## config.mk

```make
export PLATFORM = sky130hd
export DESIGN_NAME = fb_engine_top
export DESIGN_NICKNAME = d
export VERILOG_FILES = /design/src/hw/fb_pkg.sv /design/src/hw/fb_unit_if.sv /design/src/hw/fb_cmd_decoder.sv /design/src/hw/fb_clear_unit.sv /design/src/hw/fb_apply_sync.sv /design/src/hw/fb_engine_top.sv
export VERILOG_INCLUDE_DIRS = /design/src /design/src/include
export SDC_FILE = /design/constraint.sdc
export NUM_CORES = 2
export LEC_CHECK = 0
export BUFFER_PORTS_ARGS = -buffer_cell sky130_fd_sc_hd__buf_2
export CAP_MARGIN = 10
export CORE_UTILIZATION = 40
export DETAILED_ROUTE_END_ITERATION = 10
export PLACE_DENSITY = 0.56
export REMOVE_ABC_BUFFERS = 1
export SYNTH_ARGS = -nofsm -noshare
export SYNTH_HDL_FRONTEND = slang
export SYNTH_SLANG_ARGS = --single-unit
```

## constraint.sdc

```tcl
create_clock -name aclk -period 16.2 [get_ports aclk]
set_clock_uncertainty 0.1 [all_clocks]
set_input_delay 1.62 -clock aclk [delete_from_list [all_inputs] [get_ports aclk]]
set_output_delay 1.62 -clock aclk [all_outputs]
set_load 0.01 [all_outputs]
```

## src/include/fb_defines.svh

```systemverilog
`ifndef FB_DEFINES_SVH
`define FB_DEFINES_SVH

// Command stream word width
`define FB_CMD_WIDTH 32

// Color, depth and stencil
`define FB_NUM_BUFFERS 3

// Pixel index width on the memory write port
`define FB_INDEX_WIDTH 20

// Screen coordinate width
`define FB_POS_WIDTH 11

// Stored pixel width
`define FB_PIXEL_WIDTH 16

// Channel whose base address goes to the display
`define FB_COLOR_BUFFER 0

`endif

```

## src/hw/fb_pkg.sv

```systemverilog
`include "fb_defines.svh"

package fb_pkg;

    // Opcode sits in the top four bits of a header word
    typedef enum logic [3:0] {
        OP_NOP     = 4'h0,
        OP_SET_REG = 4'h1,
        OP_APPLY   = 4'h2
    } fb_opcode_e;

    // Register id of a SET_REG header
    typedef enum logic [3:0] {
        REG_ADDR          = 4'h0,
        REG_CLEAR         = 4'h1,
        REG_MASK          = 4'h2,
        REG_SCISSOR_EN    = 4'h3,
        REG_SCISSOR_START = 4'h4,
        REG_SCISSOR_END   = 4'h5,
        REG_RESOLUTION    = 4'h6
    } fb_reg_e;

    typedef logic [`FB_POS_WIDTH-1:0]   fb_pos_t;
    typedef logic [`FB_INDEX_WIDTH-1:0] fb_index_t;
    typedef logic [`FB_PIXEL_WIDTH-1:0] fb_pixel_t;

    // Render window, common to all buffers
    typedef struct packed {
        logic    scissor_en;
        fb_pos_t start_x;
        fb_pos_t start_y;
        fb_pos_t end_x;
        fb_pos_t end_y;
        fb_pos_t res_x;
        fb_pos_t res_y;
    } fb_window_t;

    typedef enum logic [1:0] {
        CLR_IDLE,
        CLR_WRITE,
        CLR_DONE
    } fb_clear_state_e;

    typedef enum logic [1:0] {
        SYNC_IDLE,
        SYNC_WAIT_UNITS,
        SYNC_SWAP,
        SYNC_RELEASE
    } fb_sync_state_e;

endpackage

```

## src/hw/fb_unit_if.sv

```systemverilog
`timescale 1ns/1ps

// Per-channel link between the decoder, one clear unit and the apply synchroniser
interface fb_unit_if;

    // Single cycle start pulse for this channel
    logic              apply;
    logic              memset;
    fb_pkg::fb_index_t base_addr;
    fb_pkg::fb_pixel_t clear_value;
    logic              write_enable;

    // Single cycle pulse once the channel has finished
    logic              done;

    modport decoder (
        output apply,
        output memset,
        output base_addr,
        output clear_value,
        output write_enable
    );

    modport unit (
        input  apply,
        input  memset,
        input  base_addr,
        input  clear_value,
        input  write_enable,
        output done
    );

    modport sync (
        input  apply,
        input  done
    );

endinterface

```

## src/hw/fb_cmd_decoder.sv

```systemverilog
`timescale 1ns/1ps
`include "fb_defines.svh"

module fb_cmd_decoder (
    input  logic                       aclk,
    input  logic                       rst_n,

    input  logic                       cmd_tvalid,
    output logic                       cmd_tready,
    input  logic                       cmd_tlast,
    input  logic [`FB_CMD_WIDTH-1:0]   cmd_tdata,

    fb_unit_if.decoder                 units [`FB_NUM_BUFFERS],
    output fb_pkg::fb_window_t         window,

    output logic                       swap_req,
    output fb_pkg::fb_index_t          color_addr,
    input  logic                       release_apply
);

    fb_pkg::fb_opcode_e                cmd_state;
    fb_pkg::fb_opcode_e                header_op;
    fb_pkg::fb_reg_e                   reg_id;
    logic [1:0]                        reg_buf;
    logic                              beat;
    logic [`FB_NUM_BUFFERS-1:0]        apply_mask;
    logic                              apply_busy;

    logic [`FB_NUM_BUFFERS-1:0]        apply_q;
    logic                              memset_q;
    logic [`FB_NUM_BUFFERS-1:0]        we_q;
    fb_pkg::fb_index_t                 addr_q [`FB_NUM_BUFFERS];
    fb_pkg::fb_pixel_t                 clear_q [`FB_NUM_BUFFERS];

    assign beat       = cmd_tvalid && cmd_tready;
    assign header_op  = fb_pkg::fb_opcode_e'(cmd_tdata[`FB_CMD_WIDTH-1 -: 4]);
    assign apply_mask = cmd_tdata[`FB_NUM_BUFFERS-1:0];
    // An apply with nothing selected and no swap has no one to release it
    assign apply_busy = (|apply_mask) || cmd_tdata[5];
    assign color_addr = addr_q[`FB_COLOR_BUFFER];

    // Control path, header tracking and the apply handshake
    always_ff @(posedge aclk or negedge rst_n)
    begin
        if (!rst_n)
        begin
            cmd_state  <= fb_pkg::OP_NOP;
            cmd_tready <= 1'b1;
            apply_q    <= '0;
            memset_q   <= 1'b0;
            swap_req   <= 1'b0;
            we_q       <= '1;
            window     <= '0;
        end
        else
        begin
            apply_q  <= '0;
            swap_req <= 1'b0;
            if (release_apply)
            begin
                cmd_tready <= 1'b1;
            end
            if (beat && (cmd_state == fb_pkg::OP_SET_REG))
            begin
                cmd_state <= fb_pkg::OP_NOP;
                case (reg_id)
                    fb_pkg::REG_MASK:
                    begin
                        if (reg_buf < `FB_NUM_BUFFERS)
                        begin
                            we_q[reg_buf] <= cmd_tdata[0];
                        end
                    end
                    fb_pkg::REG_SCISSOR_EN:
                    begin
                        window.scissor_en <= cmd_tdata[0];
                    end
                    fb_pkg::REG_SCISSOR_START:
                    begin
                        window.start_x <= cmd_tdata[0 +: `FB_POS_WIDTH];
                        window.start_y <= cmd_tdata[16 +: `FB_POS_WIDTH];
                    end
                    fb_pkg::REG_SCISSOR_END:
                    begin
                        window.end_x <= cmd_tdata[0 +: `FB_POS_WIDTH];
                        window.end_y <= cmd_tdata[16 +: `FB_POS_WIDTH];
                    end
                    fb_pkg::REG_RESOLUTION:
                    begin
                        window.res_x <= cmd_tdata[0 +: `FB_POS_WIDTH];
                        window.res_y <= cmd_tdata[16 +: `FB_POS_WIDTH];
                    end
                    default:
                    begin
                    end
                endcase
            end
            else if (beat)
            begin
                case (header_op)
                    fb_pkg::OP_SET_REG:
                    begin
                        // A header closing its packet has lost its data word
                        if (!cmd_tlast)
                        begin
                            cmd_state <= fb_pkg::OP_SET_REG;
                        end
                    end
                    fb_pkg::OP_APPLY:
                    begin
                        apply_q    <= apply_mask;
                        memset_q   <= cmd_tdata[4];
                        swap_req   <= cmd_tdata[5];
                        cmd_tready <= !apply_busy;
                    end
                    default:
                    begin
                    end
                endcase
            end
        end
    end

    // Per-buffer address and clear value, plus the latched register target
    always_ff @(posedge aclk)
    begin
        if (beat && (cmd_state == fb_pkg::OP_NOP))
        begin
            reg_id  <= fb_pkg::fb_reg_e'(cmd_tdata[27:24]);
            reg_buf <= cmd_tdata[17:16];
        end
        if (beat && (cmd_state == fb_pkg::OP_SET_REG) && (reg_buf < `FB_NUM_BUFFERS))
        begin
            if (reg_id == fb_pkg::REG_ADDR)
            begin
                addr_q[reg_buf] <= cmd_tdata[`FB_INDEX_WIDTH-1:0];
            end
            if (reg_id == fb_pkg::REG_CLEAR)
            begin
                clear_q[reg_buf] <= cmd_tdata[`FB_PIXEL_WIDTH-1:0];
            end
        end
    end

    for (genvar i = 0; i < `FB_NUM_BUFFERS; i++)
    begin : g_unit_drive
        assign units[i].apply        = apply_q[i];
        assign units[i].memset       = memset_q;
        assign units[i].base_addr    = addr_q[i];
        assign units[i].clear_value  = clear_q[i];
        assign units[i].write_enable = we_q[i];
    end

endmodule

```

## src/hw/fb_clear_unit.sv

```systemverilog
`timescale 1ns/1ps
`include "fb_defines.svh"

module fb_clear_unit (
    input  logic               aclk,
    input  logic               rst_n,

    fb_unit_if.unit            unit,
    input  fb_pkg::fb_window_t window,

    output logic               mem_wvalid,
    output fb_pkg::fb_index_t  mem_waddr,
    output fb_pkg::fb_pixel_t  mem_wdata,
    input  logic               mem_wready
);

    fb_pkg::fb_clear_state_e       state;
    fb_pkg::fb_pos_t               x_lo;
    fb_pkg::fb_pos_t               x_hi;
    fb_pkg::fb_pos_t               y_lo;
    fb_pkg::fb_pos_t               y_hi;
    fb_pkg::fb_pos_t               x;
    fb_pkg::fb_pos_t               y;
    fb_pkg::fb_pos_t               x_next;
    fb_pkg::fb_pos_t               y_next;
    logic                          empty;
    logic                          have_more;
    logic                          load;
    logic                          accept;
    logic [2*`FB_POS_WIDTH-1:0]    row_off;
    fb_pkg::fb_index_t             pixel_addr;

    // Clear rectangle with exclusive upper bounds
    always_comb
    begin
        x_lo = window.scissor_en ? window.start_x : '0;
        y_lo = window.scissor_en ? window.start_y : '0;
        x_hi = window.res_x;
        y_hi = window.res_y;
        if (window.scissor_en && (window.end_x < window.res_x))
        begin
            x_hi = window.end_x;
        end
        if (window.scissor_en && (window.end_y < window.res_y))
        begin
            y_hi = window.end_y;
        end
    end

    assign empty      = (x_lo >= x_hi) || (y_lo >= y_hi);
    assign x_next     = x + 1'b1;
    assign y_next     = y + 1'b1;
    assign accept     = mem_wvalid && mem_wready;
    // Output register refills whenever it is empty or being drained
    assign load       = (state == fb_pkg::CLR_WRITE) && have_more && (!mem_wvalid || mem_wready);
    assign row_off    = y * window.res_x;
    assign pixel_addr = unit.base_addr + row_off[`FB_INDEX_WIDTH-1:0] + `FB_INDEX_WIDTH'(x);
    assign unit.done  = (state == fb_pkg::CLR_DONE);

    always_ff @(posedge aclk or negedge rst_n)
    begin
        if (!rst_n)
        begin
            state      <= fb_pkg::CLR_IDLE;
            mem_wvalid <= 1'b0;
            have_more  <= 1'b0;
            x          <= '0;
            y          <= '0;
        end
        else
        begin
            case (state)
                fb_pkg::CLR_IDLE:
                begin
                    if (unit.apply)
                    begin
                        x <= x_lo;
                        y <= y_lo;
                        if (unit.memset && unit.write_enable && !empty)
                        begin
                            state     <= fb_pkg::CLR_WRITE;
                            have_more <= 1'b1;
                        end
                        else
                        begin
                            state <= fb_pkg::CLR_DONE;
                        end
                    end
                end
                fb_pkg::CLR_WRITE:
                begin
                    if (load)
                    begin
                        mem_wvalid <= 1'b1;
                        // Row by row with x fastest
                        if (x_next == x_hi)
                        begin
                            x <= x_lo;
                            y <= y_next;
                            if (y_next == y_hi)
                            begin
                                have_more <= 1'b0;
                            end
                        end
                        else
                        begin
                            x <= x_next;
                        end
                    end
                    else if (accept)
                    begin
                        mem_wvalid <= 1'b0;
                    end
                    if (!have_more && accept)
                    begin
                        state <= fb_pkg::CLR_DONE;
                    end
                end
                default:
                begin
                    state <= fb_pkg::CLR_IDLE;
                end
            endcase
        end
    end

    always_ff @(posedge aclk)
    begin
        if (load)
        begin
            mem_waddr <= pixel_addr;
            mem_wdata <= unit.clear_value;
        end
    end

endmodule

```

## src/hw/fb_apply_sync.sv

```systemverilog
`timescale 1ns/1ps
`include "fb_defines.svh"

module fb_apply_sync (
    input  logic      aclk,
    input  logic      rst_n,

    fb_unit_if.sync   units [`FB_NUM_BUFFERS],

    input  logic      swap_req,
    output logic      swap_fb,
    input  logic      fb_swapped,
    output logic      release_apply
);

    fb_pkg::fb_sync_state_e        state;
    logic [`FB_NUM_BUFFERS-1:0]    apply_vec;
    logic [`FB_NUM_BUFFERS-1:0]    done_vec;
    logic [`FB_NUM_BUFFERS-1:0]    pending;
    logic [`FB_NUM_BUFFERS-1:0]    remaining;
    logic                          swap_pending;

    for (genvar i = 0; i < `FB_NUM_BUFFERS; i++)
    begin : g_collect
        assign apply_vec[i] = units[i].apply;
        assign done_vec[i]  = units[i].done;
    end

    assign remaining     = pending & ~done_vec;
    assign release_apply = (state == fb_pkg::SYNC_RELEASE);

    always_ff @(posedge aclk or negedge rst_n)
    begin
        if (!rst_n)
        begin
            state        <= fb_pkg::SYNC_IDLE;
            pending      <= '0;
            swap_pending <= 1'b0;
            swap_fb      <= 1'b0;
        end
        else
        begin
            swap_fb <= 1'b0;
            case (state)
                fb_pkg::SYNC_IDLE:
                begin
                    if ((|apply_vec) || swap_req)
                    begin
                        pending      <= apply_vec;
                        swap_pending <= swap_req;
                        state        <= fb_pkg::SYNC_WAIT_UNITS;
                    end
                end
                fb_pkg::SYNC_WAIT_UNITS:
                begin
                    pending <= remaining;
                    if (remaining == '0)
                    begin
                        swap_fb <= swap_pending;
                        state   <= swap_pending ? fb_pkg::SYNC_SWAP : fb_pkg::SYNC_RELEASE;
                    end
                end
                fb_pkg::SYNC_SWAP:
                begin
                    // The fb_swapped level only counts once the request is out
                    if (!swap_fb && fb_swapped)
                    begin
                        state <= fb_pkg::SYNC_RELEASE;
                    end
                end
                default:
                begin
                    state <= fb_pkg::SYNC_IDLE;
                end
            endcase
        end
    end

endmodule

```

## src/hw/fb_engine_top.sv

```systemverilog
`timescale 1ns/1ps
`include "fb_defines.svh"

module fb_engine_top (
    input  logic                                     aclk,
    input  logic                                     rst_n,

    // Command stream
    input  logic                                     cmd_tvalid,
    output logic                                     cmd_tready,
    input  logic                                     cmd_tlast,
    input  logic [`FB_CMD_WIDTH-1:0]                 cmd_tdata,

    // One write port per buffer
    output logic [`FB_NUM_BUFFERS-1:0]               mem_wvalid,
    output fb_pkg::fb_index_t [`FB_NUM_BUFFERS-1:0]  mem_waddr,
    output fb_pkg::fb_pixel_t [`FB_NUM_BUFFERS-1:0]  mem_wdata,
    input  logic [`FB_NUM_BUFFERS-1:0]               mem_wready,

    // Display handshake
    output logic                                     swap_fb,
    output fb_pkg::fb_index_t                        fb_addr,
    input  logic                                     fb_swapped
);

    fb_pkg::fb_window_t    window;
    logic                  swap_req;
    logic                  release_apply;

    fb_unit_if unit_bus [`FB_NUM_BUFFERS] ();

    fb_cmd_decoder fb_cmd_decoder_i (
        .aclk          (aclk),
        .rst_n         (rst_n),
        .cmd_tvalid    (cmd_tvalid),
        .cmd_tready    (cmd_tready),
        .cmd_tlast     (cmd_tlast),
        .cmd_tdata     (cmd_tdata),
        .units         (unit_bus),
        .window        (window),
        .swap_req      (swap_req),
        .color_addr    (fb_addr),
        .release_apply (release_apply)
    );

    for (genvar i = 0; i < `FB_NUM_BUFFERS; i++)
    begin : g_unit
        fb_clear_unit fb_clear_unit_i (
            .aclk       (aclk),
            .rst_n      (rst_n),
            .unit       (unit_bus[i]),
            .window     (window),
            .mem_wvalid (mem_wvalid[i]),
            .mem_waddr  (mem_waddr[i]),
            .mem_wdata  (mem_wdata[i]),
            .mem_wready (mem_wready[i])
        );
    end

    fb_apply_sync fb_apply_sync_i (
        .aclk          (aclk),
        .rst_n         (rst_n),
        .units         (unit_bus),
        .swap_req      (swap_req),
        .swap_fb       (swap_fb),
        .fb_swapped    (fb_swapped),
        .release_apply (release_apply)
    );

endmodule

```

==> summary.txt <==
Detailed routing
  – Via density: 5.17
  – Antenna Violating Nets Remaining: 0
  – Total iterations of the first detailed-routing run: 7
  – Routed len/inst: 20.2 um
  – Vias: 22100
  – DR iter-0 viols: 1717
  – Routed WL: 86.3 mm
  – # DRC: 0

Yosys
  – Synth Area in Compound Gates: 0.0735
  – Largest family of logic cells by synthesized area: adder cells
  – Yosys top cell area share: 0.211
  – Commonest register cell after synthesis: edfxtp_1
  – Syn_area_per_cell: 10.3 um2
  – Yosys warns: 0
  – Mapped Cells: 3072
  – Post-Syn Area: 31500 um2
  – Post-synthesis adder-cell area fraction: 0.288
  – Post-Synth XOR/XNOR Area: 0.0456
  – EDFF count, synth: 222
  – Synth top area cells: edfxtp_1, fa_1, dfrtp_1
  – Synth cell types: 93
  – Area leader, netlist: edfxtp_1
  – Mux cell area share after synthesis: 0.0343
  – Async set or reset register ratio after synthesis: 0.422
  – Simple logic cell fraction of the synthesized area: 0.131
  – #FFs+latches synth: 384
  – Seq/Total Area, Yosys: 0.340

Layout
  – Multi-input gate area: 18100 um2
  – Storage cell area: 10700 um2
  – Final Core Density: 0.451
  – Area grow syn2layout: 11.1%
  – Fin nets: 3757
  – # fillers: 7419
  – Share of layout cells above drive strength 1: 0.123

Die
  – Die Ht: 283 um
  – I/O Pins: 173
  – Die ar.: 80000 um2
  – Cell Rows: 102
  – Core footprint: 77700 um2
  – Die width: 283 um
  – Initial Utilization: 0.406

Global route
  – M2 GR Usage: 0.355
  – Initial antenna violation count: 7
  – Met1 global-route usage: 0.312
  – M3 GR Usage: 0.0366
  – GRT Overall Usage: 0.222
  – First-pass GRT wire length: 133 mm
  – GR peak layer: met2
  – Vias in the first global route: 22000
  – Grt ovf: 0
  – Largest net degree at the start of global routing: 77

Clock network
  – CTS tree: yes
  – Root Buffer: clkbuf_16
  – Post-CTS sizing: 0
  – Clock Sink Count: 384
  – Max clock buf depth: 3
  – Clock transition at path regs: 70 ps
  – CTS Hold Bufs: 0
  – Htree depth: 2
  – Clock Latency Late Sink: 630 ps
  – Buffer count from post-CTS setup fixing: 0
  – TritonCTS Buffers: 47

Setup path
  – CP required: 16470 ps
  – CP Class: flop to flop
  – Reg2reg end: g_unit[2].fb_clear_unit_i.mem_waddr[19]
  – Critical path capture point type: flop
  – CP arrival: 6770 ps
  – R2R Setup Slk: 9700 ps
  – Reg-to-reg critical path startpoint: fb_cmd_decoder_i.window[11]
  – CP max FO: 23
  – R2R depth: 19
  – Startpoint Class: flop

Timing
  – Rel. slew slack: 0.226
  – Final slew viol count: 0
  – Period minus WS final: 6500 ps
  – Final worst-path cycle share: 0.401
  – RSZ-0062 raised after global routing: no
  – Setup TNS: 0 ps
  – Least-Margin Pin Slew: 1160 ps
  – Fin. Hold Viols: 0
  – Max frequency: 154 MHz
  – Final setup viols: 0
  – Hold WS: 315 ps

Placement
  – Number of port buffers: 172
  – RePlAce Congestion: 0.917
  – Post-DP HPWL: 64.7 mm

Pwr
  – Pwr Density: 65.3 nW/um2
  – Leakage: 16.1 nW
  – Peak VDD IR: 0.0713 mV

Run
  – Max-Cap Viols: 0

Outcome
  – Status: completed

Worst hold path
  – Hold crit path type: flop to flop
  – Worst Hold End: g_unit[2].fb_clear_unit_i.mem_wdata[9]
  – Hold Crit Start: fb_cmd_decoder_i.clear_q[2][9]
  – Hold path cells: 0
[sequential cells by signal, indices dropped and copies added, names as in the netlist, 4 cells and up]
name and count:
g_unit.fb_clear_unit_i.y 33, g_unit.fb_clear_unit_i.x 33, g_unit.fb_clear_unit_i.mem_waddr 60, g_unit.fb_clear_unit_i.state 6, fb_cmd_decoder_i.addr_q 60, g_unit.fb_clear_unit_i.mem_wdata 48, fb_cmd_decoder_i.reg_id 4, fb_cmd_decoder_i.window 67
fb_cmd_decoder_i.clear_q 48
[critical path: stages (launching register included)]
cell and delay, ps:
dfrtp_1 870, buf_4 330, nand2_1 100, fa_1 510, fa_1 490, inv_1 40
ha_1 270, ha_1 310, fa_1 450, ha_1 230, fa_1 470, a21o_1 200
a21oi_1 230, o21bai_1 120, a31oi_1 240, o21ai_0 170, o41ai_1 600, o2111ai_1 210
a21oi_1 200, xnor2_1 80
[placed cells by master, fill, tap and decap left out, drive strengths merged, types with 66 or more instances in the layout]
cell type,netlist,layout
a21oi,81,81
and2,148,148
buf,22,209
clkbuf,120,66
dfrtp,158,158
edfxtp,222,222
fa,327,327
ha,202,202
inv,580,581
mux2,80,80
nand2,347,347
nand3,77,77
nor2,99,99
xnor2,113,113
[cell type report]
type | count | area share
Multi-Input combinational cell | 1965 | 0.516
Sequential cell | 384 | 0.306
Inverter | 581 | 0.0622
Clock buffer | 66 | 0.0388
Tap cell | 1040 | 0.0371
Timing Repair Buffer | 209 | 0.0328
Clock inverter | 21 | 0.00625
Antenna cell | 3 | 0.000214
[layer usage]
layer	vias up	routed length [um]
li1	10200	-
met4	0	2260
met5	-	0
met2	663	39400
met3	93	5970
met1	11100	38600
[cell families after synthesis]
kind of cell / after synthesis
buf+inv: 723
xor+xnor: 161
compound gates: 332
flops: 384
simple gates: 845
mux: 98
fa+ha+maj: 529
[worst max path at each step]
stage / start / endpoint / slack, ps
floorplan: fb_cmd_decoder_i.window[12] / g_unit[2].fb_clear_unit_i.mem_waddr[19] / 10640
global placement: fb_cmd_decoder_i.window[11] / g_unit[2].fb_clear_unit_i.mem_waddr[19] / 9840
detailed placement: fb_cmd_decoder_i.window[11] / g_unit[2].fb_clear_unit_i.mem_waddr[19] / 9780
CTS: fb_cmd_decoder_i.window[11] / g_unit[2].fb_clear_unit_i.mem_waddr[19] / 9720
global route: fb_cmd_decoder_i.window[11] / g_unit[2].fb_clear_unit_i.mem_waddr[19] / 9290
finish: fb_cmd_decoder_i.window[11] / g_unit[2].fb_clear_unit_i.mem_waddr[19] / 9700
[report_power, final]
part           internal [W]  switching [W]
logic             0.0000528      0.0000986
clock network      0.000610       0.000459
registers           0.00105      0.0000139
total               0.00172       0.000572
[cell usage after synthesis, types with 7 or more instances]
| library cell | count |
|---|---|
| nand3_1 | 76 |
| mux2i_1 | 18 |
| o21ai_0 | 45 |
| or3_1 | 15 |
| and3_1 | 19 |
| nand4_1 | 20 |
| nor3_1 | 43 |
| o21ai_1 | 10 |
| clkbuf_1 | 120 |
| nor2_1 | 98 |
| xor2_1 | 46 |
| o211ai_1 | 15 |
| xnor2_1 | 113 |
| o22ai_1 | 9 |
| and2_1 | 146 |
| a221oi_1 | 9 |
| mux2_2 | 77 |
| dfrtp_1 | 158 |
| o311ai_0 | 7 |
| fa_1 | 327 |
| o21a_1 | 8 |
| a21oi_1 | 81 |
| a31oi_1 | 12 |
| a221o_1 | 8 |
| nand4b_1 | 7 |
| o21bai_1 | 7 |
| nand2b_1 | 22 |
| nand2_1 | 346 |
| a22oi_1 | 7 |
| nor2b_1 | 15 |
| ha_1 | 202 |
| edfxtp_1 | 222 |
| a2bb2oi_1 | 7 |
| inv_1 | 580 |
| o311ai_1 | 8 |
| a21o_1 | 25 |
| buf_1 | 8 |
| a211oi_1 | 16 |
[through the flow]
step | cell area, um2 | worst slack [ps] | cells | total power, W
floorplan | 31000 | 10640 | 2930 | 0.00116
global placement | 33400 | 9840 | 4178 | 0.00124
global route | 35000 | 9290 | 4266 | 0.00238
finish | 35000 | 9700 | 4269 | 0.00229
detailed placement | 33400 | 9780 | 4178 | 0.00124
CTS | 35000 | 9720 | 4265 | 0.00232
Power figures use the tool's default switching activity.
